[config.mk]
export PLATFORM = sky130hd
export DESIGN_NAME = feature_tx
export DESIGN_NICKNAME = d
export VERILOG_FILES = /design/src/hdl/conv_pkg.sv /design/src/hdl/feature_tx.sv
export SDC_FILE = /design/constraint.sdc
export NUM_CORES = 1
export LEC_CHECK = 0
export CORE_MARGIN = 2
export CORE_UTILIZATION = 32
export DETAILED_ROUTE_END_ITERATION = 12
export DONT_BUFFER_PORTS = 1
export GPL_ROUTABILITY_DRIVEN = 1
export GPL_TIMING_DRIVEN = 0
export PLACE_DENSITY = 0.58
export SYNTH_ARGS = -nofsm -noshare
export SYNTH_HDL_FRONTEND = slang
export SYNTH_SLANG_ARGS = --single-unit
export TNS_END_PERCENT = 30
[constraint.sdc]
create_clock -name clock -period 2.17 [get_ports clock]
set_input_delay 0.434 -clock clock [delete_from_list [all_inputs] [get_ports clock]]
set_output_delay 0.434 -clock clock [all_outputs]
set_load 0.1 [all_outputs]
[src/hdl/conv_pkg.sv]
package conv_pkg;

   // -------------------------------------------------------------------
   // image and filter geometry
   // -------------------------------------------------------------------

   localparam int IMAGE_WIDTH  = 6;
   localparam int IMAGE_HEIGHT = 6;
   localparam int IMAGE_SIZE   = IMAGE_WIDTH * IMAGE_HEIGHT;
   localparam int FILTER_SIZE  = 3;
   localparam int NUM_TAPS     = FILTER_SIZE * FILTER_SIZE;
   localparam int NUM_FILTERS  = 2;
   localparam int FRAC_BITS    = 8;
   // two full image rows plus one filter row
   localparam int SHIFT_LENGTH = (FILTER_SIZE - 1) * IMAGE_WIDTH + FILTER_SIZE;
   // entries between the newest pixel and the centre tap
   localparam int CENTER_DELAY = (FILTER_SIZE / 2) * IMAGE_WIDTH + FILTER_SIZE / 2;

   // fixed point words, 8 fraction bits
   typedef logic signed [15:0] feature_t;
   typedef logic signed [15:0] weight_t;
   typedef logic signed [31:0] sum_t;
   typedef logic        [5:0]  pixel_index_t;
   typedef logic        [2:0]  filter_index_t;

   // stream beat, ready runs the other way
   typedef struct packed {
      logic     valid;
      logic     last;
      feature_t data;
   } feature_beat_t;

   typedef struct packed {
      logic        psel;
      logic        penable;
      logic        pwrite;
      logic [7:0]  paddr;
      logic [15:0] pwdata;
   } apb_req_t;

   typedef struct packed {
      logic [15:0] prdata;
      logic        pready;
      logic        pslverr;
   } apb_rsp_t;

   // coefficient address, region bit picks the view
   typedef union packed {
      struct packed {
         logic          region;
         filter_index_t filter;
         logic [3:0]    tap;
      } weight;
      struct packed {
         logic          region;
         filter_index_t filter;
         logic [3:0]    unused;
      } bias;
   } coef_addr_u;

   // tap 0 top left, row major
   typedef feature_t [NUM_TAPS-1:0] window_t;

endpackage : conv_pkg

[src/hdl/feature_tx.sv]
`timescale 1ns/100ps

module feature_tx import conv_pkg::*; (
   input  logic          clock,
   input  logic          reset_n,
   input  logic          write_enable,
   input  pixel_index_t  write_index,
   input  feature_t      result,
   input  logic          send_start,
   output feature_beat_t out_beat,
   input  logic          out_ready,
   output logic          tx_done
);

   feature_t     out_buf [IMAGE_SIZE];
   logic         sending;
   pixel_index_t send_index;
   logic         transfer;

   always_ff @(posedge clock) begin
      if (write_enable) begin
         out_buf[write_index] <= result;
      end
   end

   // beat held from the buffer until accepted
   assign out_beat.valid = sending;
   assign out_beat.last  = sending && (send_index == pixel_index_t'(IMAGE_SIZE - 1));
   assign out_beat.data  = out_buf[send_index];
   assign transfer       = sending && out_ready;
   assign tx_done        = transfer && out_beat.last;

   always_ff @(posedge clock, negedge reset_n) begin
      if (!reset_n) begin
         sending    <= 1'b0;
         send_index <= '0;
      end else if (send_start) begin
         sending    <= 1'b1;
         send_index <= '0;
      end else if (tx_done) begin
         sending    <= 1'b0;
         send_index <= '0;
      end else if (transfer) begin
         send_index <= send_index + 1'b1;
      end
   end

   // stalled beat keeps valid and data
   a_hold_while_stalled : assert property (@(posedge clock) disable iff (!reset_n)
      (out_beat.valid && !out_ready) |=> (out_beat.valid && $stable(out_beat.data)));

endmodule : feature_tx

==> impl_metrics.toml, run 1 <==
[run_status]
status = "finished with violations"
violations = "setup timing"

[floorplan]
die_x_um = 271
die_h_um = 271
rows = 97
core-area_um2 = 70300
initial_core_util_pct = 32.4
design.die.area_um2 = 73400
io_pins = 46

[routing]
ant_nets = 0
wire_per_inst_um = 25.6
vias = 11100
drtIter0Drc = 828
vias_per_cell = 5.04
drcViolationCount = 0
routed_wirelength_mm = 56.5
dr.pass1.iters = 6

[worst_setup_path]
crit_path_max_incr_delay_ps = 910
cp_max_fo = 10
path_delay_family = "compound AO/OA/AOI/OAI gates"
cp_num_buf_inv = 3
reg2regPathDepth = 7
cp_common_cell = "buf_6"
endpoint_kind = "output pin"
crit_type = "reg2out"
rr_endpoint = "send_index[2]$_DFFE_PN0P_"
r2r_start = "send_index[1]$_DFFE_PN0P_"
required_ps = 1740
arrival_ps = 3200
path_cells = "buf_6 > buf_12 > buf_6 > mux4_2 > mux2i_1 > o2111a_2 > a211oi_4"
cp-start-kind = "flip-flop"
slowest_stage = "a211oi_4"
ff2ff_setup_slack_ps = -50

[layout]
drive_gt1_share_pct = 36.7
utilization_pct = 39.6
area_growth_pct = 22.0
final_nets = 1251

[synth]
ys_ff_latch = 583
netlist_instances = 1105
ys_seq_area_share_pct = 76.6
ys_types = 45
synth_ff_type = "edfxtp_1"
ys_warn_count = 0
async_flop_share_pct = 1.20
synth_edf_count = 576
syn_area_um2 = 22800
syn_nets = 1133
syn_area_per_cell_um2 = 20.6

[sta]
fin_worst_skew_ps = 24.4
period_needed_ps = 3640
setup_slack_ps = -1470
hold_violations = 0
slew_headroom_pct = 17.2
fmax_ghz = 0.275
setup_viol = 22
max_slew.worst_pin.slew_ps = 1240
grt_setup_unrepaired = "true"
fin_crit_sh_pct = 168
slew_violations = 0

[min_path]
hold_class = "in2reg"
holdCritStartpoint = "out_ready"
holdPathEnd = "send_index[0]$_DFFE_PN0P_"
hold_path_depth = 3

[pwr]
ir_drop_uv = 685
powerDensity_nw_per_um2 = 824
power.leakage_uw = 0.00836

[global_routing]
track_usage_pct = 15.3
grt_pass1_vias = 11500
grt_pass1_wl_mm = 81.3
globalRoute.totalOverflow = 0
antenna_found_initial = 3
grt_max_degree = 37

[place]
port_buffers = 0
detailed_place_hpwl_mm = 36.0
gp_congestion = 0.816
pre_cts_ws_ps = -1170

[clock_network]
clk_latency_ps = 620
cts_buffers = 56
clkSlewWorstSetupHoldPaths_ps = 60
cts_tree = "built"
cts.path.max_buffers = 3
h-tree-depth = 2
clkSinkCount = 583
cts_root_buf = "clkbuf_16"

[run]
maxCapViolations = 0
-- per-stage QoR --
stage          cells  power (uW)  hold WS [ps]  area, um^2  setup TNS (ps)
6_report        2210       22900          44.8       27800          -24200
5_1_grt         2207       23500          47.8       27800          -25950
4_1_cts         2206       23100          13.7       27800          -24740
3_5_place_dp    2068       13800           141       24700         -102480
3_3_place_gp    2045       13800           141       24300         -304850
2_1_floorplan   1105       13500           138       23100           -9100
-- cells in the mapped netlist, drive strengths merged, types with 2 or more instances --
library cell / count / area share [%]
edfxtp: 576 / 76
mux2i: 80 / 3.5
mux4: 80 / 7.9
mux2: 64 / 3.2
buf: 51 / 1.7
nor2: 42 / 0.69
nand2: 22 / 0.36
nor2b: 19 / 0.52
o21ai: 18 / 0.40
a221oi: 17 / 0.65
a211oi: 16 / 0.55
a21oi: 16 / 0.35
a222oi: 16 / 0.70
o221ai: 16 / 0.61
o2111a: 15 / 0.74
clkbuf: 12 / 0.20
dfrtp: 7 / 0.77
nand3b: 6 / 0.25
nand3: 4 / 0.14
nor3: 4 / 0.088
and3: 3 / 0.082
xor2: 3 / 0.12
and2: 2 / 0.055
and3b: 2 / 0.077
inv: 2 / 0.033
o2111ai: 2 / 0.077
or3: 2 / 0.055
-- power breakdown --
| part | switching, uW | total, uW | internal, uW |
|---|---|---|---|
| Clock | 4060 | 8910 | 4850 |
| Sequential | 17.9 | 12500 | 12400 |
| Combinational | 980 | 1540 | 562 |
| Total | 5050 | 22900 | 17900 |
-- cells by family after synthesis --
logic type	after synthesis	synth area share (%)
adder cells (fa/ha/maj)	1	0.0549
XOR/XNOR	4	0.154
flip-flops	583	76.6
multiplexers	224	14.6
AO/OA/AOI/OAI	119	4.20
AND/OR/NAND/NOR	109	2.46
buffers and inverters	65	1.94
-- how the worst max path moves through the flow --
stage                   endpoint  slack, ps  cells past startpoint                      start
finish               out_beat[8]      -1470                      7  send_index[1]$_DFFE_PN0P_
global route        out_beat[12]      -1550                      9  send_index[1]$_DFFE_PN0P_
CTS                 out_beat[12]      -1490                      7  send_index[1]$_DFFE_PN0P_
detailed placement   out_beat[8]      -1170                      6  send_index[0]$_DFFE_PN0P_
global placement     out_beat[8]      -1130                      6  send_index[0]$_DFFE_PN0P_
floorplan           out_beat[12]       -480                      7  send_index[1]$_DFFE_PN0P_
-- registers in the layout (all words and copies together), names as in the netlist --
name / cells
out_buf: 576
sending: 1
send_index: 6
-- worst register-to-register path, delay by kind of cell (launching register included) --
kind	cells	cell delay, ps
flip-flops	1	420
buffers and inverters	3	820
adder cells (fa/ha/maj)	1	170
AND/OR/NAND/NOR	3	710
-- routing by layer --
metal / routed length [um] / vias to the layer above / GRT usage, %
met2: 27900 / 308 / 25.5
met1: 23600 / 5936 / 20.3
met3: 4060 / 54 / 3.45
met5: 0 / - / 0
li1: - / 4851 / -
met4: 953 / 0 / 3.93
-- repair_timing --
item,in CTS,in global routing
pin swaps,29,15
buffers inserted,14,2
setup endpoints to repair,38,22
hold buffers,18,0
gates resized for setup,168,11
cloned,5,0
hold endpoints to repair,584,0
-- placed cells by master (no fill, tap or decap), drive strengths merged, types with 3 or more instances in the layout --
cell / count
nand2: 22
clkbuf: 81
nor2: 42
xor2: 3
a21oi: 16
nand3: 4
a211oi: 16
dfrtp: 7
o2111a: 15
nor2b: 19
buf: 110
nor3: 4
diode: 3
clkinv: 29
mux2: 64
nand3b: 6
and3: 3
o21ai: 18
a221oi: 17
edfxtp: 576
mux4: 80
o221ai: 16
a222oi: 16
inv: 3
mux2i: 80
-- final cells by class --
type	count	area (um^2)
diodes	3	7.51
flip-flops and latches	583	17500
multi-input cells	457	5880
repair buffers	61	947
well taps	940	1180
plain buffers	62	691
inverters	2	11.3
fillers	6206	42400
clock buffers	70	1450
clock inverters	32	185
No activity file was read; power rests on OpenSTA's default activity.
==> inputs of run 2 (changes only) <==
- REMOVE_ABC_BUFFERS: not set -> 1
==> run 2 against run 1 <==
The run still ends with setup timing left. Worst setup slack got worse by 110 ps. Final cell count did not move. Non-clock buffer count fell by 11. Clock-buffer cell count rose by 3. Sequential share of layout area fell by 0.39 points. Via count rose by 0.69%. First-iteration DRC count rose by 16%. Final area rose by 0.70%. Sequential power barely moved. Combinational power fell by 5%. Register-to-register slack improved by 20 ps.
==> impl_metrics.toml, run 2 (synthesis results as in run 1) <==
[global_routing]
grt_pass1_vias = 11600
track_usage_pct = 15.4
globalRoute.totalOverflow = 0
grt_max_degree = 37
antenna_found_initial = 0
grt_pass1_wl_mm = 82.0

[routing]
drcViolationCount = 0
ant_nets = 0
dr.pass1.iters = 5
vias = 11200
drtIter0Drc = 960
vias_per_cell = 5.08
wire_per_inst_um = 25.9
routed_wirelength_mm = 57.3

[run_status]
status = "finished with violations"
violations = "setup timing"

[pwr]
power.internal_uw = 18700
power.leakage_uw = 0.00849
ir_drop_uv = 565
powerDensity_nw_per_um2 = 853
pwr-share-comb_pct = 6.2
p_switching_uw = 5240
clockPowerShare_pct = 41.6
seqPwrFrac_pct = 52.2
sw_frac_of_total_pct = 21.9

[clock_network]
clkSinkCount = 583
clk_latency_ps = 610
cts_tree = "built"
cts.path.max_buffers = 3
h-tree-depth = 2
clkSlewWorstSetupHoldPaths_ps = 60
cts_buffers = 59
cts_root_buf = "clkbuf_16"

[sta]
setup_viol = 21
period_needed_ps = 3750
setup_tns_ps = -25200
fin_crit_sh_pct = 173
hold_violations = 0
slew_violations = 0
fmax_ghz = 0.267
fin_worst_skew_ps = 1.24
grt_setup_unrepaired = "true"
holdWs_ps = 19.5
slew_headroom_pct = 11.7
max_slew.worst_pin.slew_ps = 1320
setup_slack_ps = -1580

[layout]
largestRegisters = "out_buf: 576 flops, send_index: 6 flops, sending: 1 flops"
largest_reg_flops = 576
largest_register = "out_buf"
final_nets = 1246
final_cells = 2210
final_common_cell = "edfxtp_1"
area_growth_pct = 22.9
final_cell_mix = "576 x edfxtp_1, 80 x mux4_2, 77 x mux2i_1"
drive_gt1_share_pct = 37.0

[run]
maxCapViolations = 0

[worst_setup_path]
endpoint_kind = "output pin"
arrival_ps = 3320
cp_max_fo = 20
crit_type = "reg2out"
required_ps = 1740
cp-start-kind = "flip-flop"

[place]
dp.cells = 2024
detailed_place_hpwl_mm = 32.6
gp_congestion = 0.752
port_buffers = 0

[floorplan]
rows = 97
io_pins = 46
die_x_um = 271
design.die.area_um2 = 73400
initial_core_util_pct = 32.4
die_h_um = 271
core-area_um2 = 70300

[min_path]
hold_class = "in2reg"
## run 2: changes by cell type in the layout (fill, tap and decap cells not counted), moves of 5 or more
| cell | change |
|---|---|
| mux2i_1 | +5 |
| a21oi_4 | -5 |
| a221oi_1 | +5 |
| buf_16 | +7 |
| buf_2 | -11 |
| clkbuf_1 | -6 |
| a221oi_4 | -7 |
| o221ai_4 | -10 |
| clkbuf_16 | +6 |
| o221ai_2 | +11 |
## run 2: cell type report
type	count	area, um^2
inverters	2	11.3
well taps	940	1180
fillers	6232	42300
repair buffers	112	1850
multi-input cells	460	5620
clock buffers	73	1550
flip-flops and latches	583	17500
clock inverters	39	322
diodes	1	2.50
## run 2: worst max-delay path: stages (launching register included)
cell and delay, ps:
dfrtp_4 590, bufbuf_16 350, mux4_2 340, mux2i_1 80, o2111a_2 330, a211oi_4 980
## run 2: path summary, 6_finish.rpt
check	from	end	slack, ps	cells past startpoint
min in group asynchronous	reset_n	send_index[1]$_DFFE_PN0P_	170	1
max reg2reg	send_index[1]$_DFFE_PN0P_	send_index[5]$_DFFE_PN0P_	-30	6
max in group asynchronous	reset_n	send_index[2]$_DFFE_PN0P_	1710	1
min	out_ready	sending$_DFFE_PN0P_	20	2
max	send_index[1]$_DFFE_PN0P_	out_beat[11]	-1580	5
min reg2reg	send_index[4]$_DFFE_PN0P_	send_index[4]$_DFFE_PN0P_	780	2
## run 2: routing by layer
layer	wire length (um)	share of wire, %	vias to the layer above	global-route usage (%)
met5	0	0	-	0
met4	1410	2.5	0	4.57
met3	3570	6.2	77	2.80
met2	28000	49	334	25.3
met1	24300	42	5963	20.9
li1	-	-	4852	-
## run 2: power by group through the flow
stage | Combinational (uW) | Clock [uW] | Sequential (uW)
after global placement | 906 | 0 | 12900
after global routing | 1540 | 10500 | 12500
after floorplan | 683 | 0 | 12800
final | 1470 | 9940 | 12500
after CTS | 1450 | 10100 | 12500
after detailed placement | 994 | 0 | 12800
## run 2: stage by stage
stage               power, uW  setup WS [ps]  cell area, um^2  util [%]
global route            24500          -1600            28000      39.9
CTS                     24000          -1570            27800      39.5
floorplan               13500          -5610            22400         -
global placement        13800         -10280            23500      33.5
detailed placement      13800          -2190            24600      34.9
finish                  23900          -1580            28000      39.9
## run 2: repair_timing
item,4_1_cts,5_1_grt
hold endpoints to repair,590,0
buffers inserted,35,7
resized for setup,98,22
gates cloned,11,4
endpoints found under the setup margin,25,22
hold buffers,18,0
pin swaps,25,24
