<file path="src/hdl/conv_pkg.sv">
package conv_pkg;

   // -------------------------------------------------------------------
   // image and filter geometry
   // -------------------------------------------------------------------

   localparam int IMAGE_WIDTH  = 6;
   localparam int IMAGE_HEIGHT = 6;
   localparam int IMAGE_SIZE   = IMAGE_WIDTH * IMAGE_HEIGHT;
   localparam int FILTER_SIZE  = 3;
   localparam int NUM_TAPS     = FILTER_SIZE * FILTER_SIZE;
   localparam int NUM_FILTERS  = 2;
   localparam int FRAC_BITS    = 8;
   // two full image rows plus one filter row
   localparam int SHIFT_LENGTH = (FILTER_SIZE - 1) * IMAGE_WIDTH + FILTER_SIZE;
   // entries between the newest pixel and the centre tap
   localparam int CENTER_DELAY = (FILTER_SIZE / 2) * IMAGE_WIDTH + FILTER_SIZE / 2;

   // fixed point words, 8 fraction bits
   typedef logic signed [15:0] feature_t;
   typedef logic signed [15:0] weight_t;
   typedef logic signed [31:0] sum_t;
   typedef logic        [5:0]  pixel_index_t;
   typedef logic        [2:0]  filter_index_t;

   // stream beat, ready runs the other way
   typedef struct packed {
      logic     valid;
      logic     last;
      feature_t data;
   } feature_beat_t;

   typedef struct packed {
      logic        psel;
      logic        penable;
      logic        pwrite;
      logic [7:0]  paddr;
      logic [15:0] pwdata;
   } apb_req_t;

   typedef struct packed {
      logic [15:0] prdata;
      logic        pready;
      logic        pslverr;
   } apb_rsp_t;

   // coefficient address, region bit picks the view
   typedef union packed {
      struct packed {
         logic          region;
         filter_index_t filter;
         logic [3:0]    tap;
      } weight;
      struct packed {
         logic          region;
         filter_index_t filter;
         logic [3:0]    unused;
      } bias;
   } coef_addr_u;

   // tap 0 top left, row major
   typedef feature_t [NUM_TAPS-1:0] window_t;

endpackage : conv_pkg

</file>
<file path="src/hdl/conv_sequencer.sv">
`timescale 1ns/100ps

module conv_sequencer import conv_pkg::*; (
   input  logic          clock,
   input  logic          reset_n,
   output logic          receiving,
   input  logic          rx_done,
   output pixel_index_t  read_index,
   output logic          read_enable,
   output logic          shift,
   output filter_index_t filter_sel,
   output logic          write_enable,
   output pixel_index_t  write_index,
   output logic          send_start,
   input  logic          tx_done
);

   typedef enum logic [2:0] {ST_RECEIVE, ST_PASS, ST_DRAIN, ST_SEND, ST_DONE} state_t;

   // one step of the buffer write delay line
   typedef struct packed {
      logic         valid;
      pixel_index_t index;
   } write_slot_t;

   state_t            state;
   pixel_index_t      head_index;
   write_slot_t [2:0] write_pipe;
   logic              last_write;

   assign receiving   = (state == ST_RECEIVE);
   assign shift       = (state == ST_PASS);
   assign read_index  = head_index;
   assign read_enable = shift && (head_index < pixel_index_t'(IMAGE_SIZE));

   // -------------------------------------------------------------------
   // write strobe delay
   // -------------------------------------------------------------------

   // head k+7 read plus one cycle into the window and two through the mac tree
   always_ff @(posedge clock, negedge reset_n) begin
      if (!reset_n) begin
         write_pipe <= '0;
      end else begin
         write_pipe[0].valid <= shift && (head_index >= pixel_index_t'(CENTER_DELAY));
         write_pipe[0].index <= head_index - pixel_index_t'(CENTER_DELAY);
         write_pipe[2:1]     <= write_pipe[1:0];
      end
   end

   assign write_enable = write_pipe[2].valid;
   assign write_index  = write_pipe[2].index;
   assign last_write   = write_enable && (write_index == pixel_index_t'(IMAGE_SIZE - 1));
   assign send_start   = (state == ST_DRAIN) && last_write;

   // -------------------------------------------------------------------
   // state machine
   // -------------------------------------------------------------------

   always_ff @(posedge clock, negedge reset_n) begin
      if (!reset_n) begin
         state      <= ST_DONE;
         head_index <= '0;
         filter_sel <= '0;
      end else begin
         case (state)
            ST_DONE: begin
               filter_sel <= '0;
               state      <= ST_RECEIVE;
            end
            ST_RECEIVE: begin
               if (rx_done) begin
                  state <= ST_PASS;
               end
            end
            ST_PASS: begin
               head_index <= head_index + 1'b1;
               // last head pushes pixel 35 to the centre
               if (head_index == pixel_index_t'(IMAGE_SIZE + CENTER_DELAY - 1)) begin
                  head_index <= '0;
                  state      <= ST_DRAIN;
               end
            end
            ST_DRAIN: begin
               if (last_write) begin
                  state <= ST_SEND;
               end
            end
            ST_SEND: begin
               if (tx_done && (filter_sel == filter_index_t'(NUM_FILTERS - 1))) begin
                  state <= ST_DONE;
               end else if (tx_done) begin
                  filter_sel <= filter_sel + 1'b1;
                  state      <= ST_PASS;
               end
            end
            default: begin
               state <= ST_DONE;
            end
         endcase
      end
   end

   // the image buffer only fills while no pass is reading it
   a_rx_done_in_receive : assert property (@(posedge clock) disable iff (!reset_n)
      rx_done |-> receiving);

endmodule : conv_sequencer

</file>
<file path="config.mk">
export PLATFORM = sky130hd
export DESIGN_NAME = conv_sequencer
export DESIGN_NICKNAME = d
export VERILOG_FILES = /design/src/hdl/conv_pkg.sv /design/src/hdl/conv_sequencer.sv
export SDC_FILE = /design/constraint.sdc
export NUM_CORES = 1
export LEC_CHECK = 0
export BUFFER_PORTS_ARGS = -buffer_cell sky130_fd_sc_hd__buf_2
export CORE_MARGIN = 2
export CORE_UTILIZATION = 53
export CTS_CLUSTER_DIAMETER = 100
export DETAILED_ROUTE_END_ITERATION = 7
export PLACE_DENSITY = 0.76
export SYNTH_ARGS = -nofsm -noshare
export SYNTH_HDL_FRONTEND = slang
export SYNTH_SLANG_ARGS = --single-unit
</file>
<file path="constraint.sdc">
create_clock -name clock -period 2.2 [get_ports clock]
set_clock_uncertainty 0.2 [all_clocks]
set_input_delay 0.44 -clock clock [delete_from_list [all_inputs] [get_ports clock]]
set_output_delay 0.44 -clock clock [all_outputs]
set_load 0.005 [all_outputs]
</file>
==> out/qor.yml, run 1 <==
cts_buffers: 5
multiInputGateArea_um2: 427
fin_crit_ps: 2110
hold_ws_ps: 145
r2r_end: "filter_sel[1]"
drive_gt1_share_pct: 27.2
vias: 872
cp_max_fo: 9
place_congestion: 0.823
worst_slack_ps: 94.9
synth_top_area_share_pct: 59.4
hold_start: "rx_done"
min_to: "state[0]"
die_h_um: 54.4
yosysWarnings: 0
ir_drop_mv: 0.765
synth_edf_count: 0
ys_types: 32
diodes: 0
n_fill_cell: 211
synth_largest_area_cell: "dfrtp_1"
syn_to_final_growth_pct: 13.6
die_x_um: 54.4
grt.busiest_layer: "met2"
synth_cells: 115
antenna_found_initial: 0
power.density_mw_per_mm2: 1380
hold_viol: 0
hold_path_depth: 3
syn_area_per_cell_um2: 11.7
rows: 18
cp-start-kind: "flip-flop"
min_period_over_period_pct: 95.7
die_area_mm2: 0.00296
min_path_type: "in -> reg"
grt_pass1_wl_mm: 3.59
synth_top_flop_cell: "dfrtp_1"
cts_max_path_buffers: 2
nets: 143
cts_tree: "yes"
critical_path.endpoint_type: "output port"
tns_ps: 0
slew_violations: 0
first_iter_violations: 8
ant_nets: 0
syn_nets: 123
pwr-share-clk_pct: 21.7
drcViolationCount: 0
grt_max_degree: 34
clock_latency_ps: 320
worst-slew-pin-transition_ps: 692
cts_num_sinks: 33
cts_max_level: 2
first_pass_iters: 6
power_frac_seq_pct: 50.1
r2r_slack_ps: 400
met3_usage_pct: 5.74
drt_wl_total_mm: 2.11
io_pins: 24
pwr-share-comb_pct: 28.3
slew_headroom_pct: 53.8
synth_async_sr_flop_share_pct: 100
io_buffers: 23
status: "finished clean"
initial_core_util_pct: 55.4
met1_usage_pct: 20.6
syn_area_mm2: 0.00135
setup_viol: 0
yosysMostFrequentCell: "dfrtp_1"
grt_overflow: 0
rsz0062_at_grt: "false"
route.detailed.wl_per_inst_um: 12.7
grt_pass1_vias: 840
synth_area_leaders: "dfrtp_1, ha_1, buf_4"
cts_setup_buffers: 0
yosys-top-cells-count: "dfrtp_1, nand2_1, inv_1, buf_4, nor2_1"
vias_per_cell: 5.25
fmax_ghz: 0.475
reg2reg_from: "filter_sel[0]"
track_usage_pct: 18.5
p_int_w: 0.00144
clk_pin_slew_worst_paths_ps: 90
arrival_ps: 1470
core_area_mm2: 0.00243
cts_root_buffer: "clkbuf_4"
critPathRequiredTime_ps: 1560
synth_seq_cells: 33
max-cap-violations: 0
p_sw_share_pct: 31.6
net-switching-power_w: 0.000666
dp_hpwl_mm: 1.47
p_leak_nw: 0.718
rr_worst_depth: 5
use_met2_pct: 29.1
final-seq-area_um2: 830
pre_cts_ws_ps: 356
ys_seq_area_share_pct: 61.4
critical_path_class: "reg -> out"
==> per-stage QoR <==
stage               instances  total power [W]  utilization (%)  instance area, um^2
floorplan                 115          0.00150                -                 1350
global placement          157          0.00164             58.8                 1430
detailed placement        157          0.00167             58.8                 1430
CTS                       166          0.00214             62.8                 1530
global route              166          0.00229             62.9                 1530
finish                    166          0.00211             62.9                 1530
==> layout by cell type (no fill, tap or decap), types with 2 or more instances in the layout <==
master and instances:
a21oi_1 4, a22o_1 2, a31oi_1 2, buf_2 23, clkbuf_4 5, dfrtp_1 30
dfrtp_2 2, ha_1 4, inv_1 6, mux2i_1 2, nand2_1 10, nand2b_1 2
nand3_1 3, nand4_1 3, nor2_1 6, nor3_1 2, o21ai_0 4, or3_1 2
xnor2_1 5
==> layout make-up <==
class,instances,area share (%)
tap,30,2.45
clock inverter,1,1.96
timing repair buffer,24,8.18
clock buffer,7,3.60
inverter,7,1.72
sequential,33,54.2
multi-input combinational,64,27.9
==> critical path, stage by stage, from the launching register on <==
cell	delay, ps
dfrtp_1	480
or3_1	380
a21oi_1	160
buf_2	130
==> metal layers <==
metal	up-vias	wire length [um]
met5	-	0
met1	422	956
met3	5	116
met2	26	1010
li1	419	-
met4	0	34
==> power groups by stage <==
stage | logic, W | clock network, W | registers [W]
after detailed placement | 0.000594 | 0 | 0.00107
after CTS | 0.000607 | 0.000478 | 0.00106
after global placement | 0.000582 | 0 | 0.00105
after global routing | 0.000685 | 0.000500 | 0.00110
after floorplan | 0.000498 | 0 | 0.00100
final | 0.000596 | 0.000458 | 0.00106
==> registers in the layout (all words and copies together) (netlist names) <==
register and cells:
write_enable 1, write_pipe 14, read_index 6, write_index 6
filter_sel 3, state 3
==> cell families (layout without fill, tap and decap cells) <==
logic type / count (synthesis) / after routing / synth area share, %
simple gates: 37 / 37 / 15.2
flops: 33 / 33 / 61.4
buf+inv: 18 / 39 / 7.15
compound gates: 15 / 15 / 7.15
xor+xnor: 6 / 6 / 3.90
fa+ha+maj: 4 / 4 / 3.71
mux: 2 / 2 / 1.49
==> what timing repair did <==
action | CTS | global route
gates resized for setup | 1 | 3
hold buffers | 1 | 0
hold endpoints to repair | 32 | 0
gates cloned | 0 | 0
setup endpoints to repair | 1 | 2
==> worst max path at each step <==
stage	from	endpoint	slack (ps)	cells after the start
after detailed placement	state[2]	shift	360	4
after global routing	read_index[4]	read_enable	20	3
final	read_index[2]	read_enable	90	3
after CTS	state[0]	shift	60	4
after floorplan	filter_sel[0]	filter_sel[1]	510	5
after global placement	state[2]	shift	400	4
Note: power is estimated with default switching activity, not from simulation.
==> run 2, diff against run 1 <==
BUFFER_PORTS_ARGS = -buffer_cell sky130_fd_sc_hd__clkbuf_2   (was -buffer_cell sky130_fd_sc_hd__buf_2)
==> out/qor.yml, run 2 (synthesized netlist as in run 1, its figures left out) <==
vias_per_cell: 5.12  # -2.5%
route.detailed.wl_per_inst_um: 12.6  # -1.0%
die_x_um: 54.4  # unchanged
io_buffers: 23  # unchanged
cts_tree: "yes"
hold_ws_ps: 141  # -4.04 ps
io_pins: 24  # unchanged
slew_violations: 0  # unchanged
cts_max_path_buffers: 2  # unchanged
min_path_type: "in -> reg"
clock_latency_ps: 330  # about the same
grt_pass1_vias: 809  # -3.7%
dp_hpwl_mm: 1.48  # +0.87%
core_area_mm2: 0.00243  # unchanged
first_iter_violations: 7  # -1
rows: 18  # unchanged
p_int_w: 0.00130  # -10%
drive_gt1_share_pct: 25.7  # -1.5 points
first_pass_iters: 4  # -2
drcViolationCount: 0  # unchanged
cts_root_buffer: "clkbuf_4"
fmax_ghz: 0.478  # +0.55%
net-switching-power_w: 0.000666  # about the same
pwr-share-comb_pct: 30.3  # +2.0 points
antenna_found_initial: 0  # unchanged
rsz0062_at_grt: "false"
grt_pass1_wl_mm: 3.49  # -2.9%
largest_reg_flops: 14  # unchanged
place_congestion: 0.817  # -0.69%
slew_headroom_pct: 49.2  # -4.6 points
cp_max_fo: 9  # unchanged
drt_wl_total_mm: 2.09  # -1.0%
syn_to_final_growth_pct: 10.9
cts_max_level: 2  # unchanged
p_leak_nw: 0.708  # -1.4%
die_h_um: 54.4  # unchanged
grt_overflow: 0  # unchanged
tns_ps: 0  # unchanged
fin_crit_ps: 2090  # -11.5 ps
nets: 143  # unchanged
critical_path.endpoint_type: "output port"
layout_commonest_cell: "dfrtp_1"
cp-start-kind: "flip-flop"
status: "finished clean"
p_sw_share_pct: 33.9  # +2.4 points
ant_nets: 0  # unchanged
ir_drop_mv: 0.807  # +5.4%
top_register: "write_pipe"
critical_path_class: "reg -> out"
power.density_mw_per_mm2: 1310  # -4.8%
cts_buffers: 5  # unchanged
critPathRequiredTime_ps: 1560  # about the same
track_usage_pct: 17.9  # -0.60 points
vias: 850  # -2.5%
hold_viol: 0  # unchanged
diodes: 0  # unchanged
max-cap-violations: 0  # unchanged
grt_max_degree: 34  # unchanged
pwr-share-clk_pct: 15.6  # -6.1 points
layout_common_cells: "dfrtp_1, clkbuf_2, nand2_1"
clk_pin_slew_worst_paths_ps: 90  # about the same
worst-slew-pin-transition_ps: 762  # +69.4 ps
initial_core_util_pct: 55.4  # unchanged
min_period_over_period_pct: 95.2  # -0.52 points
arrival_ps: 1450  # -20 ps
cts_setup_buffers: 0  # unchanged
power_frac_seq_pct: 54.1  # +4.0 points
setup_viol: 0  # unchanged
die_area_mm2: 0.00296  # unchanged
cts_num_sinks: 33  # unchanged
[run 2: final timing paths]
check,startpoint,depth (start not counted),slack (ps),endpoint
max reg2reg,filter_sel[0],5,410,filter_sel[1]
max,read_index[2],3,110,read_enable
min in group asynchronous,reset_n,2,510,write_pipe[4]
min,rx_done,3,140,state[0]
max in group asynchronous,reset_n,2,770,state[0]
min reg2reg,write_pipe[10],0,150,write_index[3]
[run 2: area by class of cell]
class,count,area (um^2)
flip-flops and latches,33,828
clock buffers,7,45.0
well taps,30,37.5
inverters,7,26.3
multi-input cells,64,427
fillers,210,938
clock inverters,1,5.00
repair buffers,24,125
[run 2: worst max-delay path, stage by stage, from the launching register on]
cell and delay [ps]:
dfrtp_1 490, or3_1 380, a21oi_1 140, clkbuf_2 120
[run 2: layer usage]
layer  track usage [%]  wire length, um  up-vias
met3              4.92              138        5
li1                  -                -      422
met4              13.8               46        0
met1              22.5              930      395
met2              25.9              975       28
met5                 0                0        -
[run 2: power groups by stage]
| stage | sequential (W) | clock, W | combinational [W] |
|---|---|---|---|
| 4_1_cts | 0.00107 | 0.000321 | 0.000605 |
| 6_report | 0.00106 | 0.000306 | 0.000594 |
| 2_1_floorplan | 0.00100 | 0 | 0.000498 |
| 5_1_grt | 0.00111 | 0.000344 | 0.000687 |
| 3_3_place_gp | 0.00106 | 0 | 0.000582 |
| 3_5_place_dp | 0.00108 | 0 | 0.000598 |
[run 2: repair_timing]
| item | 4_1_cts | 5_1_grt |
|---|---|---|
| pin swaps | 0 | 0 |
| hold endpoints to repair | 26 | 0 |
| resized for setup | 1 | 2 |
| hold buffers | 1 | 0 |
| endpoints found under the setup margin | 1 | 2 |
[run 2: metrics by stage]
stage	util [%]	worst slack (ps)	std cells	total power [W]	area [um^2]
2_1_floorplan	-	509	115	0.00150	1350
3_3_place_gp	58.8	414	157	0.00164	1430
3_5_place_dp	58.8	349	157	0.00167	1430
4_1_cts	61.4	60.8	166	0.00199	1490
5_1_grt	61.4	4.47	166	0.00214	1490
6_report	61.4	106	166	0.00196	1490
==> run 3, diff against run 2 <==
CORE_ASPECT_RATIO = 0.6   (was unset)
==> out/qor.yml, run 3 (synthesized netlist as in run 1, its figures left out) <==
min_path_type: "in -> async"
grt_overflow: 0  # unchanged
cts_max_level: 2  # unchanged
rows: 14  # -4
first_iter_violations: 95  # +88
final-seq-area_um2: 828  # unchanged
die_h_um: 43.1  # -21%
largest_reg_flops: 14  # unchanged
status: "finished clean"
nets: 142  # -0.70%
tns_ps: 0  # unchanged
fin_crit_ps: 2070  # -23.9 ps
p_int_w: 0.00154  # +19%
io_pins: 24  # unchanged
multiInputGateArea_um2: 427  # unchanged
hold_viol: 0  # unchanged
pwr-share-comb_pct: 26.7  # -3.6 points
power_frac_seq_pct: 47.8  # -6.3 points
slew_headroom_pct: 47.1  # -2.1 points
met1_usage_pct: 23.6  # +1.1 points
grt_pass1_vias: 810  # +0.12%
cts_num_sinks: 33  # unchanged
cp-start-kind: "flip-flop"
layout_commonest_cell: "dfrtp_1"
top_register: "write_pipe"
worst-path-buf-inv: 1  # unchanged
initial_core_util_pct: 54.9  # -0.45 points
io_buffers: 23  # unchanged
clk_pin_slew_worst_paths_ps: 70  # -20 ps
antenna_found_initial: 0  # unchanged
arrival_ps: 1430  # -20 ps
worst-slew-pin-transition_ps: 793  # +31.8 ps
drive_gt1_share_pct: 25.9  # +0.19 points
clock_latency_ps: 280  # -50 ps
route.detailed.wl_per_inst_um: 13.7  # +8.7%
drt_wl_total_mm: 2.29  # +9.3%
critical_path.endpoint_type: "output port"
pwr-share-clk_pct: 25.5  # +9.9 points
grt.busiest_layer: "met2"
met3_usage_pct: 7.13  # +2.2 points
p_sw_share_pct: 31.2  # -2.7 points
place_congestion: 0.863  # +5.6%
critical_path_class: "reg -> out"
cts_tree: "yes"
track_usage_pct: 17.4  # -0.41 points
cts_root_buffer: "clkbuf_8"
instances_no_fill: 167  # +0.60%
max-cap-violations: 0  # unchanged
use_met2_pct: 25.4  # -0.52 points
core_area_mm2: 0.00245  # +0.82%
vias: 882  # +3.8%
vias_per_cell: 5.28  # +3.1%
die_area_mm2: 0.00298  # +0.44%
first_pass_iters: 4  # unchanged
dp.cells: 159  # +1.3%
cts_setup_buffers: 0  # unchanged
crit_path_max_incr_delay_ps: 500  # about the same
ir_drop_mv: 0.794  # -1.6%
drcViolationCount: 0  # unchanged
min_period_over_period_pct: 94.1  # -1.1 points
syn_to_final_growth_pct: 15.2
grt_max_degree: 34  # unchanged
setup_viol: 0  # unchanged
ant_nets: 0  # unchanged
diodes: 0  # unchanged
n_fill_cell: 195  # -7.1%
dp_hpwl_mm: 1.59  # +7.8%
fin_util_pct: 63.3  # +1.9 points
layout_common_cells: "dfrtp_1, clkbuf_2, nand2_1"
grt_pass1_wl_mm: 3.82  # +9.3%
critPathRequiredTime_ps: 1560  # about the same
slew_violations: 0  # unchanged
cts_buffers: 5  # unchanged
hold_ws_ps: 32.2  # -109 ps
power.density_mw_per_mm2: 1440  # +9.9%
fmax_ghz: 0.483  # +1.2%
cp_max_fo: 9  # unchanged
crit_chain: "nand4b_1, nor4_1, clkbuf_2"
rsz0062_at_grt: "false"
net-switching-power_w: 0.000700  # +5.2%
cts_max_path_buffers: 2  # unchanged
cp_slowest_cell: "dfrtp_1"
crit_family: "flip-flops"
p_leak_nw: 0.733  # +3.6%
die_x_um: 69.1  # +27%
run 3: worst register-to-register path, stage by stage (launching register included):
cell     delay [ps]
dfrtp_1         450
ha_1            240
nor2b_1         170
nor3b_4         300
mux2i_1         120
a22o_1          240
run 3: layer usage:
| layer | part of all wire [%] | routed length [um] |
|---|---|---|
| met1 | 47 | 1080 |
| met2 | 45 | 1030 |
| met3 | 7.1 | 162 |
| met4 | 0.35 | 8 |
| met5 | 0 | 0 |
run 3: what timing repair did:
| item | 4_1_cts | 5_1_grt |
|---|---|---|
| hold buffers | 0 | 0 |
| endpoints found under the hold margin | 0 | 0 |
| endpoints found under the setup margin | 0 | 2 |
| resized for setup | 0 | 2 |
run 3: power by group through the flow:
stage	combinational, W	sequential [W]	clock [W]
floorplan	0.000498	0.00100	0
global placement	0.000584	0.00106	0
detailed placement	0.000600	0.00108	0
CTS	0.000606	0.00107	0.000586
global route	0.000676	0.00111	0.000615
finish	0.000598	0.00107	0.000571
run 3: through the flow:
stage	power (W)	setup slack, ps	area [um^2]
6_report	0.00224	130	1550
5_1_grt	0.00241	8.08	1550
4_1_cts	0.00226	68.3	1550
3_5_place_dp	0.00168	382	1430
3_3_place_gp	0.00164	406	1430
2_1_floorplan	0.00150	509	1350
run 3: final timing paths:
path | startpoint | slack (ps) | to | cells past startpoint
min | reset_n | 30 | filter_sel[2] | 1
min in group clock | write_pipe[5] | 150 | write_pipe[12] | 0
min reg2reg | write_pipe[5] | 150 | write_pipe[12] | 0
max reg2reg | filter_sel[0] | 370 | filter_sel[1] | 5
max | state[1] | 130 | send_start | 3
max in group asynchronous | reset_n | 1220 | state[0] | 1
run 3: area by class of cell:
| class | count | share of cell area [%] |
|---|---|---|
| timing repair buffer | 23 | 7.41 |
| tap | 32 | 2.58 |
| inverter | 7 | 1.69 |
| multi-input combinational | 64 | 27.5 |
| sequential | 33 | 53.3 |
| clock buffer | 7 | 5.56 |
| clock inverter | 1 | 1.93 |
