<file path="config.mk">
export PLATFORM = sky130hd
export DESIGN_NAME = coef_regs
export DESIGN_NICKNAME = d
export VERILOG_FILES = /design/src/hdl/conv_pkg.sv /design/src/hdl/coef_regs.sv
export SDC_FILE = /design/constraint.sdc
export NUM_CORES = 1
export LEC_CHECK = 0
export BUFFER_PORTS_ARGS = -buffer_cell sky130_fd_sc_hd__buf_2
export CORE_ASPECT_RATIO = 0.5
export CORE_MARGIN = 1.5
export CORE_UTILIZATION = 39
export CTS_CLUSTER_DIAMETER = 200
export CTS_CLUSTER_SIZE = 28
export DETAILED_ROUTE_END_ITERATION = 16
export SLEW_MARGIN = 20
export SYNTH_ARGS = -nofsm -noshare
export SYNTH_HDL_FRONTEND = slang
export SYNTH_SLANG_ARGS = --single-unit
</file>
<file path="constraint.sdc">
create_clock -name clock -period 6.4 [get_ports clock]
set_input_delay 1.28 -clock clock [delete_from_list [all_inputs] [get_ports clock]]
set_output_delay 1.28 -clock clock [all_outputs]
set_load 0.005 [all_outputs]
</file>
<file path="src/hdl/conv_pkg.sv">
package conv_pkg;

   // -------------------------------------------------------------------
   // image and filter geometry
   // -------------------------------------------------------------------

   localparam int IMAGE_WIDTH  = 6;
   localparam int IMAGE_HEIGHT = 6;
   localparam int IMAGE_SIZE   = IMAGE_WIDTH * IMAGE_HEIGHT;
   localparam int FILTER_SIZE  = 3;
   localparam int NUM_TAPS     = FILTER_SIZE * FILTER_SIZE;
   localparam int NUM_FILTERS  = 2;
   localparam int FRAC_BITS    = 8;
   // two full image rows plus one filter row
   localparam int SHIFT_LENGTH = (FILTER_SIZE - 1) * IMAGE_WIDTH + FILTER_SIZE;
   // entries between the newest pixel and the centre tap
   localparam int CENTER_DELAY = (FILTER_SIZE / 2) * IMAGE_WIDTH + FILTER_SIZE / 2;

   // fixed point words, 8 fraction bits
   typedef logic signed [15:0] feature_t;
   typedef logic signed [15:0] weight_t;
   typedef logic signed [31:0] sum_t;
   typedef logic        [5:0]  pixel_index_t;
   typedef logic        [2:0]  filter_index_t;

   // stream beat, ready runs the other way
   typedef struct packed {
      logic     valid;
      logic     last;
      feature_t data;
   } feature_beat_t;

   typedef struct packed {
      logic        psel;
      logic        penable;
      logic        pwrite;
      logic [7:0]  paddr;
      logic [15:0] pwdata;
   } apb_req_t;

   typedef struct packed {
      logic [15:0] prdata;
      logic        pready;
      logic        pslverr;
   } apb_rsp_t;

   // coefficient address, region bit picks the view
   typedef union packed {
      struct packed {
         logic          region;
         filter_index_t filter;
         logic [3:0]    tap;
      } weight;
      struct packed {
         logic          region;
         filter_index_t filter;
         logic [3:0]    unused;
      } bias;
   } coef_addr_u;

   // tap 0 top left, row major
   typedef feature_t [NUM_TAPS-1:0] window_t;

endpackage : conv_pkg

</file>
<file path="src/hdl/coef_regs.sv">
`timescale 1ns/100ps

module coef_regs import conv_pkg::*; (
   input  logic                         clock,
   input  logic                         reset_n,
   input  apb_req_t                     apb_req,
   output apb_rsp_t                     apb_rsp,
   input  filter_index_t                filter_sel,
   output weight_t       [NUM_TAPS-1:0] weights,
   output weight_t                      bias
);

   weight_t [NUM_FILTERS-1:0][NUM_TAPS-1:0] weight_regs;
   weight_t [NUM_FILTERS-1:0]               bias_regs;

   coef_addr_u addr;
   logic       access;
   logic       weight_hit;
   logic       bias_hit;
   weight_t    read_value;

   // -------------------------------------------------------------------
   // address decode
   // -------------------------------------------------------------------

   assign addr   = apb_req.paddr;
   // no wait states, so every transfer ends in its access phase
   assign access = apb_req.psel && apb_req.penable;

   assign weight_hit = !addr.weight.region
                    && (addr.weight.tap < 4'(NUM_TAPS))
                    && (addr.weight.filter < 3'(NUM_FILTERS));
   assign bias_hit   = addr.bias.region
                    && (addr.bias.unused == '0)
                    && (addr.bias.filter < 3'(NUM_FILTERS));

   always_comb begin
      read_value = '0;
      if (weight_hit) begin
         read_value = weight_regs[addr.weight.filter][addr.weight.tap];
      end else if (bias_hit) begin
         read_value = bias_regs[addr.bias.filter];
      end
   end

   assign apb_rsp.pready  = 1'b1;
   assign apb_rsp.pslverr = access && !(weight_hit || bias_hit);
   // illegal reads see zero from read_value
   assign apb_rsp.prdata  = (access && !apb_req.pwrite) ? read_value : '0;

   // register writes, coefficients start at zero
   always_ff @(posedge clock, negedge reset_n) begin
      if (!reset_n) begin
         weight_regs <= '0;
         bias_regs   <= '0;
      end else if (access && apb_req.pwrite) begin
         if (weight_hit) begin
            weight_regs[addr.weight.filter][addr.weight.tap] <= weight_t'(apb_req.pwdata);
         end
         if (bias_hit) begin
            bias_regs[addr.bias.filter] <= weight_t'(apb_req.pwdata);
         end
      end
   end

   // coefficient set of the filter now in its pass
   assign weights = weight_regs[filter_sel];
   assign bias    = bias_regs[filter_sel];

   a_penable_needs_psel : assert property (@(posedge clock) disable iff (!reset_n)
      apb_req.penable |-> apb_req.psel);

endmodule : coef_regs

</file>
==> summary.md, run 1 <==
| Metric | Value |
|---|---|
| Outcome | `completed` |
| Area Growth Syn to Fin | `10.8%` |
| CTS Root Cell | `clkbuf_16` |
| Sw Pwr | `0.000840 W` |
| EDFF count, synth | `0` |
| Largest net degree at the start of global routing | `123` |
| Worst-path clk slew | `110 ps` |
| Worst-margin pin slew | `1030 ps` |
| Setup Crit Path Kind | `input port to output pin` |
| Worst Setup Slack, final | `1440 ps` |
| GPL Wtd Cong | `0.806` |
| # fillers | `3838` |
| Worst skew pair latency | `500 ps` |
| Multi-input gate area | `8380 sq um` |
| Max IR drop VDD | `0.140 mV` |
| Post-CTS Setup Bufs | `0` |
| Final Hold Viols | `0` |
| Int Power | `0.00254 W` |
| CP max FO | `79` |
| Total GRT Usage | `between 20% and 30%` |
| Residual DRC | `0` |
| Dpl ws | `1420 ps` |
| Seq/Total Area, Yosys | `47.3%` |
| Flops & latches, synth | `between 300 and 400` |
| Ant diodes | `0` |
| Die area | `44700 sq um` |
| Overflow after GRT | `0` |
| Setup TNS | `0 ps` |
| Initial antenna violation count | `0` |
| Synth Area per Inst | `13.1 sq um` |
| Drt via density | `about 5.5` |
| Setup Skew | `0 ps` |
| Critical Path AT | `3680 ps` |
| Crit-path slowest cell | `clkbuf_8` |
| Initial Util | `39.9%` |
| Post-synth ARST share | `100%` |
| CP peak stage delay | `620 ps` |
| Die Y | `approximately 150 microns` |
| CTS tree | `yes` |
| Site row count | `53` |
| Met1 usage | `25.9%` |
| Gate Count Post-Synth | `1287` |
| Total CTS buffers | `15` |
| Dominant cell type by area after synthesis | `dfrtp_1` |
| Tcrit/Tclk final | `77.4%` |
| Final setup viols | `0` |
| Min Clock Period, post-route | `4960 ps` |
| Core area | `42400 sq um` |
| Gr busiest metal | `met2` |
| PD cells | `181 nW/um^2` |
| Synth top cells by count | `mux2_2, dfrtp_1, mux2i_1` |
| Antenna Nets Post-Route | `0` |
| Clock tree buffer depth | `3` |
| Met2 Track Usage GR | `a little under two fifths` |
| Count leader, synth | `mux2_2` |
| Max Cap Violations | `0` |
| Sink Count | `320` |
| Post-Syn Nets | `1319` |
| Clock power frac | `between 30% and 40%` |
| Comb pwr share | `7.5%` |
| Synth top area cells | `dfrtp_1, mux2_2, mux2i_1, mux2_1, o22ai_1` |
| Switching part of the total power | `~25%` |
| Area share of the largest cell type after synthesis | `47.3%` |
| Post-detail-place hpwl | `31100 microns` |
| Worst hold path type | `register to register` |
| Port Buffers | `206` |
| Io pins | `210` |
| H-tree levels | `1` |
| Hold path depth | `1` |
| CP Launch Type | `input port` |
| Layout net count | `1447` |
| Reg power frac | `60.3%` |
| Max Fclk | `202 MHz` |
| Die Wd | `298 microns` |
| Main synth FF type | `dfrtp_1` |
| CP Cell Sequence | `clkbuf_8 > buf_4 > mux2i_1 > o22ai_1 > o21ai_0 > nand3_1 > and3_1 > buf_2` |
| First-pass GRT wire length | `70900 microns` |
| WL final | `46700 microns` |
| Warnings from Yosys | `0` |
| R2R setup slack | `5560 ps` |
| CTS Hold Buffers Added | `0` |
| Share of layout cells above drive strength 1 | `48.9%` |
| WL per Instance | `23.5 microns` |
| Starting DRT DRC Count | `roughly 480` |
| CP required | `5120 ps` |
| P_leak | `9.96 nW` |
| Netlist Area Pre-Place | `16900 sq um` |
| Rel. slew slack | `30.9%` |
| Reg2Reg Depth | `1` |
| CP Capture Type | `output pin` |
| First-pass DRT Iterations | `5` |
| RSZ-0062 raised after global routing | `no` |
| DR vias | `11000` |
| Vias in the first global route | `12000` |
| Distinct cells, synth | `33` |
| Slew Limit Fails | `0` |
| GR met3 Demand/Resource | `under 10%` |
| Post-cts resize count | `0` |
| Seq. cell area | `8010 sq um` |
-- layer usage --
layer  vias to the layer above  part of all wire [%]
met3                        70                   2.2
met4                         0                   3.3
met5                         -                     0
met2                       164                    52
met1                      5869                    43
li1                       4946                     -
-- worst paths after layout --
path / startpoint / end
max: apb_req[20] / apb_rsp[3]
min: weight_regs[277]$_DFFE_PN0P_ / weight_regs[277]$_DFFE_PN0P_
max reg2reg: weight_regs[136]$_DFFE_PN0P_ / weight_regs[136]$_DFFE_PN0P_
min reg2reg: weight_regs[277]$_DFFE_PN0P_ / weight_regs[277]$_DFFE_PN0P_
max in group asynchronous: reset_n / weight_regs[151]$_DFFE_PN0P_
min in group asynchronous: reset_n / bias_regs[17]$_DFFE_PN0P_
-- metrics by stage --
step                hold WS [ps]  util, %  area, sq um  cells  power, W
floorplan                    469        -        16900   1287   0.00222
global placement             482     43.3        18300   1975   0.00233
detailed placement           490     43.3        18300   1975   0.00233
CTS                          516     44.2        18700   1991   0.00342
global route                 546     44.2        18700   1991   0.00351
finish                       514     44.2        18700   1991   0.00338
-- cells in the final DEF, fill, tap and decap left out, types with 5 or more instances in the layout --
cell and instances:
dfrtp_1 320, nand2_1 21, a21oi_1 16, nand3_1 17, buf_2 203, o21ai_0 32
clkbuf_16 15, and3_1 18, nor2_1 5, nor2_4 9, mux2_2 421, buf_4 18
mux2i_1 144, o22ai_1 64, mux2_1 75
-- sequential cells by signal, summed over array words and instances (netlist names) --
register	flops
weight_regs	288
bias_regs	32
-- layout make-up --
type / instances / share of cell area, %
clock buffers: 15 / 2.00
clock inverters: 1 / 0.0868
inverters: 1 / 0.0200
multi-input cells: 851 / 44.7
flip-flops and latches: 320 / 42.7
well taps: 577 / 3.85
repair buffers: 226 / 6.57
-- worst max-delay path, delay by kind of cell --
family                 cells  cell delay, ps
and+or+nand+nor            2             340
AOI/OAI and AO/OA          2             540
buffers and inverters      3            1120
muxes                      1             230
-- power groups by stage --
| stage | clock network, W | registers, W | logic (W) |
|---|---|---|---|
| floorplan | 0 | 0.00208 | 0.000142 |
| global placement | 0 | 0.00208 | 0.000250 |
| detailed placement | 0 | 0.00208 | 0.000257 |
| CTS | 0.00112 | 0.00204 | 0.000257 |
| global route | 0.00119 | 0.00204 | 0.000274 |
| finish | 0.00109 | 0.00204 | 0.000254 |
-- kinds of logic (layout without fill, tap and decap cells) --
group	Yosys count	count (layout)	synth area share, %
muxes	640	640	41.5
DFF	320	320	47.3
buffers and inverters	116	243	3.18
AOI/OAI and AO/OA	113	113	3.91
and+or+nand+nor	97	97	3.99
other	1	1	0.0222
(Power assumes the default switching activity.)
==> run 2, diff against run 1 <==
==> constraint.sdc (replaced) <==
create_clock -name clock -period 5 [get_ports clock]
set_input_delay 1 -clock clock [delete_from_list [all_inputs] [get_ports clock]]
set_output_delay 1 -clock clock [all_outputs]
set_load 0.005 [all_outputs]
==> run 2 against run 1 <==
  * First-iteration DRC count is 27% higher
  * Sequential share of layout area is 0.35 points lower
  * Global-route usage is 0.090 points lower
  * Die area stayed put
  * Routed wire length hardly changed
  * Final cell count is 0.60% higher
  * Via count is 1.4% higher
  * Register-to-register slack worse by 1400 ps
  * Total power is 28% higher
  * Final area is 0.83% higher
  * Critical path type unchanged
  * Critical endpoint is now apb_rsp[9]
  * Largest power group unchanged
==> summary.md, run 2 (same netlist as run 1, synthesis figures left out) <==
| Metric | Value |
|---|---|
| Outcome | `completed` |
| Min Clock Period, post-route | `4170 ps` |
| Rel. slew slack | `between 20% and 30%` |
| CP Cell Sequence | `clkbuf_8 > buf_12 > mux2i_1 > o22ai_1 > o21ai_0 > nand3_1 > and3_1 > buf_2` |
| Crit-path slowest cell | `clkbuf_8` |
| Max IR drop VDD | `0.169 mV` |
| RR Endpoint | `weight_regs[91]$_DFFE_PN0P_` |
| CP Capture Type | `output pin` |
| Port Buffers | `a little over 200` |
| Setup Crit Path Kind | `input port to output pin` |
| Int Power | `0.00327 W` |
| Largest net degree at the start of global routing | `between 100 and 150` |
| Family with the most delay on the worst path | `buffers and inverters` |
| CP Launch Type | `input port` |
| Worst r2r src | `weight_regs[91]$_DFFE_PN0P_` |
| Slew Limit Fails | `0` |
| Die Y | `approximately 150 microns` |
| Largest Register | `weight_regs` |
| Most frequent cells in the layout | `mux2_2, dfrtp_1, buf_2, mux2i_1, mux2_1` |
| Initial Util | `39.9%` |
| Placed cell areas | `18500 sq um` |
| Crit. Startpoint | `apb_req[20]` |
| Sink Count | `320` |
| Worst-path clk slew | `110 ps` |
| Max reg flops | `around 290` |
| Starting DRT DRC Count | `612` |
| First-pass DRT Iterations | `4` |
| # fillers | `~3800` |
| Initial antenna violation count | `0` |
| Share of layout cells above drive strength 1 | `about 49%` |
| Worst skew pair latency | `530 ps` |
| Total GRT Usage | `20.5%` |
| Worst hold path type | `input port to async pin` |
| Clock power frac | `about a third` |
| Critical Path AT | `between 3000 and 4000 ps` |
| Core area | `42400 sq um` |
| Final setup viols | `0` |
| GPL Wtd Cong | `0.808` |
| Levels on crit path | `8` |
| Layout net count | `~1500` |
| Setup TNS | `0 ps` |
| Final Hold Viols | `0` |
| PD cells | `between 200 and 250 nW/um^2` |
| CTS Hold Buffers Added | `0` |
| Post-detail-place hpwl | `approximately 32000 microns` |
| WL final | `46700 microns` |
| Total CTS buffers | `15` |
| Drt via density | `5.59` |
| Ant diodes | `0` |
| Commonest non-fill, non-tap cell in the layout | `mux2_2` |
| Switching part of the total power | `24.8%` |
| CP max FO | `56` |
| Post-cts resize count | `0` |
| Site row count | `53` |
| Clock tree buffer depth | `3` |
| Largest regs | `weight_regs: 288 flops, bias_regs: 32 flops` |
| Critical path endpoint | `apb_rsp[9]` |
| Vias in the first global route | `11900` |
| CTS tree | `yes` |
| Reg2Reg Depth | `1` |
| Comb pwr share | `7.7%` |
| Antenna Nets Post-Route | `0` |
| RSZ-0062 raised after global routing | `no` |
| Buf/Inv on CP | `3` |
| DR vias | `roughly 11000` |
| Post-CTS Setup Bufs | `0` |
| Io pins | `210` |
| Max Cap Violations | `0` |
| CTS Root Cell | `clkbuf_16` |
| CP required | `4000 ps` |
| Reg power frac | `60.0%` |
| Overflow after GRT | `0` |
| Tcrit/Tclk final | `83.4%` |
| First-pass GRT wire length | `70800 microns` |
| WL per Instance | `23.3 microns` |
| Max Fclk | `240 MHz` |
| Die area | `44700 sq um` |
| Residual DRC | `0` |
| Worst-margin pin slew | `1060 ps` |
| R2R setup slack | `4170 ps` |
| Final Cell Area | `about 19000 sq um` |
| Sw Pwr | `~0.0011 W` |
| H-tree levels | `1` |
| P_leak | `10.0 nW` |
| Area Growth Syn to Fin | `11.7%` |
| CP peak stage delay | `490 ps` |
| Setup Skew | `0 ps` |
| Die Wd | `about 300 microns` |
run 2: layout make-up:
| type | instances | area, sq um | share of cell area (%) |
|---|---|---|---|
| multi-input cells | 851 | 8370 | 44.3 |
| flip-flops and latches | 320 | 8010 | 42.4 |
| repair buffers | 237 | 1390 | 7.35 |
| well taps | 577 | 722 | 3.82 |
| clock buffers | 15 | 375 | 1.99 |
| clock inverters | 2 | 25.0 | 0.132 |
| inverters | 1 | 3.75 | 0.0199 |
run 2: per-layer routing:
metal  track usage [%]  wire length, microns  vias up  part of all wire, %
met5                 0                     0        -                    0
met4              7.60                  1730        0                  3.7
met3              2.32                  1340       83                  2.9
met2              36.8                 24000      214                   51
met1              25.7                 19600     5947                   42
li1                  -                     -     4961                    -
run 2: metrics by stage:
stage / util (%) / worst slack (ps) / total power (W) / hold slack, ps / instances
after global routing: 44.6 / 720 / 0.00452 / 545 / 2003
after CTS: 44.6 / 811 / 0.00440 / 518 / 2003
after detailed placement: 43.6 / 813 / 0.00300 / 495 / 1986
after floorplan: - / 1590 / 0.00284 / 469 / 1287
final: 44.6 / 832 / 0.00435 / 455 / 2003
after global placement: 43.6 / 812 / 0.00299 / 483 / 1986
run 2: worst min-delay path by stage:
stage,from,to,slack (ps),cells after the start
global placement,weight_regs[282]$_DFFE_PN0P_,weight_regs[282]$_DFFE_PN0P_,480,1
global route,weight_regs[75]$_DFFE_PN0P_,weight_regs[75]$_DFFE_PN0P_,540,1
floorplan,weight_regs[277]$_DFFE_PN0P_,weight_regs[277]$_DFFE_PN0P_,470,1
finish,reset_n,bias_regs[16]$_DFFE_PN0P_,460,1
detailed placement,weight_regs[277]$_DFFE_PN0P_,weight_regs[277]$_DFFE_PN0P_,490,1
CTS,weight_regs[277]$_DFFE_PN0P_,weight_regs[277]$_DFFE_PN0P_,520,1
run 2: power groups by stage:
stage               Sequential [W]  Combinational [W]  Clock, W
finish                     0.00261           0.000333   0.00140
global route               0.00261           0.000359   0.00155
CTS                        0.00261           0.000337   0.00146
detailed placement         0.00266           0.000336         0
global placement           0.00266           0.000330         0
floorplan                  0.00266           0.000182         0
==> run 3, diff against run 2 <==
==> constraint.sdc (replaced) <==
create_clock -name clock -period 3.8 [get_ports clock]
set_input_delay 0.76 -clock clock [delete_from_list [all_inputs] [get_ports clock]]
set_output_delay 0.76 -clock clock [all_outputs]
set_load 0.005 [all_outputs]
==> run 3 against run 2 <==
  * Sequential share of layout area fell by 0.49 points
  * Global-route usage grew 0.25 points
  * Sequential power grew 31%
  * Non-clock buffer count increased by 20
  * Core utilization rose by 0.52 points
  * Largest power group unchanged
  * Flip-flop and latch count unchanged
  * Clock skew did not move
  * Worst setup slack got worse by 560 ps
  * Critical path type unchanged
==> summary.md, run 3 (same netlist as run 1, synthesis figures left out) <==
| Metric | Value |
|---|---|
| CTS Root Cell | `clkbuf_16` |
| Setup Crit Path Kind | `input port to output pin` |
| Max Cap Violations | `0` |
| Die Wd | `298 microns` |
| Most frequent cells in the layout | `mux2_2, dfrtp_1, buf_2, mux2i_1, mux2_1` |
| Drt via density | `5.50` |
| RR Endpoint | `weight_regs[262]$_DFFE_PN0P_` |
| WL per Instance | `between 20 and 25 microns` |
| Largest net degree at the start of global routing | `83` |
| Antenna Nets Post-Route | `0` |
| Power, Total | `~0.0057 W` |
| WL final | `46800 microns` |
| Setup Skew | `0 ps` |
| Sink Count | `320` |
| CP peak stage delay | `400 ps` |
| Outcome | `completed` |
| RSZ-0062 raised after global routing | `no` |
| R2R setup slack | `2970 ps` |
| Max IR drop VDD | `0.301 mV` |
| Residual DRC | `0` |
| Post-CTS Setup Bufs | `0` |
| CTS Hold Buffers Added | `0` |
| First-pass GRT wire length | `a little over 70000 microns` |
| Rel. slew slack | `42.1%` |
| CP required | `roughly 3000 ps` |
| Slew Limit Fails | `0` |
| PD cells | `300 nW/um^2` |
| CP dominant cell by count | `buf_4` |
| Io pins | `210` |
| Starting DRT DRC Count | `roughly 660` |
| P_leak | `~10 nW` |
| Max reg flops | `288` |
| GPL Wtd Cong | `about 0.83` |
| CTS tree | `yes` |
| Final Hold Viols | `0` |
| Largest regs | `weight_regs: 288 flops, bias_regs: 32 flops` |
| Critical Path AT | `2760 ps` |
| Port Buffers | `~210` |
| Worst-path clk slew | `120 ps` |
| Worst-margin pin slew | `866 ps` |
| Largest Register | `weight_regs` |
| Worst skew pair latency | `520 ps` |
| Setup TNS | `0 ps` |
| Post-cts resize count | `0` |
| Core area | `between 40000 and 50000 sq um` |
| Share of layout cells above drive strength 1 | `50.0%` |
| Overflow after GRT | `0` |
| Final setup viols | `0` |
| Min Clock Period, post-route | `3520 ps` |
| Layout net count | `1478` |
| CP Launch Type | `input port` |
| Total CTS buffers | `15` |
| CP Capture Type | `output pin` |
| Post-detail-place hpwl | `between 30000 and 40000 microns` |
| Clock tree buffer depth | `3` |
| CP Cell Sequence | `clkbuf_8 > buf_4 > mux2i_1 > o22ai_1 > o21ai_0 > buf_4 > nand3_1 > and3_1 > buf_2` |
| Die area | `44700 sq um` |
| Vias in the first global route | `roughly 12000` |
| Initial antenna violation count | `2` |
| First-pass DRT Iterations | `4` |
| Site row count | `53` |
| Commonest non-fill, non-tap cell in the layout | `mux2_2` |
| Initial Util | `between 30% and 40%` |
| CP max FO | `32` |
| Worst r2r src | `weight_regs[262]$_DFFE_PN0P_` |
| Worst hold path type | `input port to async pin` |
| H-tree levels | `1` |
| Crit-path slowest cell | `o21ai_0` |
| Tcrit/Tclk final | `between 90% and 100%` |
| Reg2Reg Depth | `1` |
| DR vias | `about 11000` |
| Max Fclk | `roughly 280 MHz` |
| Area Growth Syn to Fin | `13.0%` |
| Die Y | `150 microns` |
| Total GRT Usage | `20.8%` |
run 3: cell types whose count changed in the layout (fill, tap and decap cells not counted):
| cell | before | now |
|---|---|---|
| buf_12 | 8 | 14 |
| buf_4 | 23 | 37 |
| diode_2 | 0 | 2 |
| inv_6 | 1 | 0 |
| nor2_1 | 4 | 5 |
| nor2_2 | 5 | 4 |
run 3: per-stage QoR:
step / util, % / setup WS, ps / cell area [sq um] / hold slack [ps] / cells
detailed placement: 44.2 / 272 / 18700 / 497 / 2006
floorplan: - / 866 / 16900 / 464 / 1287
finish: 45.1 / 276 / 19100 / 188 / 2024
global route: 45.1 / 177 / 19100 / 240 / 2024
global placement: 44.2 / 256 / 18700 / 478 / 2006
CTS: 45.1 / 260 / 19100 / 234 / 2022
run 3: how the worst max path moves through the flow:
| stage | from | end | slack (ps) | depth (start not counted) |
|---|---|---|---|---|
| after floorplan | apb_req[20] | apb_rsp[10] | 870 | 7 |
| after global placement | apb_req[20] | apb_rsp[7] | 260 | 9 |
| after detailed placement | apb_req[20] | apb_rsp[7] | 270 | 9 |
| after CTS | apb_req[20] | apb_rsp[7] | 260 | 9 |
| after global routing | apb_req[20] | apb_rsp[7] | 180 | 9 |
| final | apb_req[20] | apb_rsp[7] | 280 | 9 |
run 3: layout make-up:
type,instances,area (sq um)
clock buffer,15,375
tap,577,722
inverter,1,3.75
sequential,320,8010
timing repair buffer,257,1610
clock inverter,1,16.3
antenna,2,5.00
multi-input combinational,851,8370
fill,3872,23300
run 3: critical path, delay by kind of cell:
family,cells,cell delay [ps]
multiplexers,1,210
AND/OR/NAND/NOR,2,270
AO/OA/AOI/OAI,2,500
buffers and inverters,4,970
run 3: per-layer routing:
layer | track usage [%] | share of wire [%]
met1 | 26.1 | 43
met2 | 36.8 | 51
met3 | 2.63 | 2.4
met4 | 7.93 | 3.7
met5 | 0 | 0
run 3: report_power, final:
group | internal [W] | switching (W) | total [W] | leakage, nW
Clock | 0.000731 | 0.00111 | 0.00184 | 0.192
Sequential | 0.00342 | 0.0000126 | 0.00343 | 4.47
Combinational | 0.000155 | 0.000302 | 0.000457 | 5.50
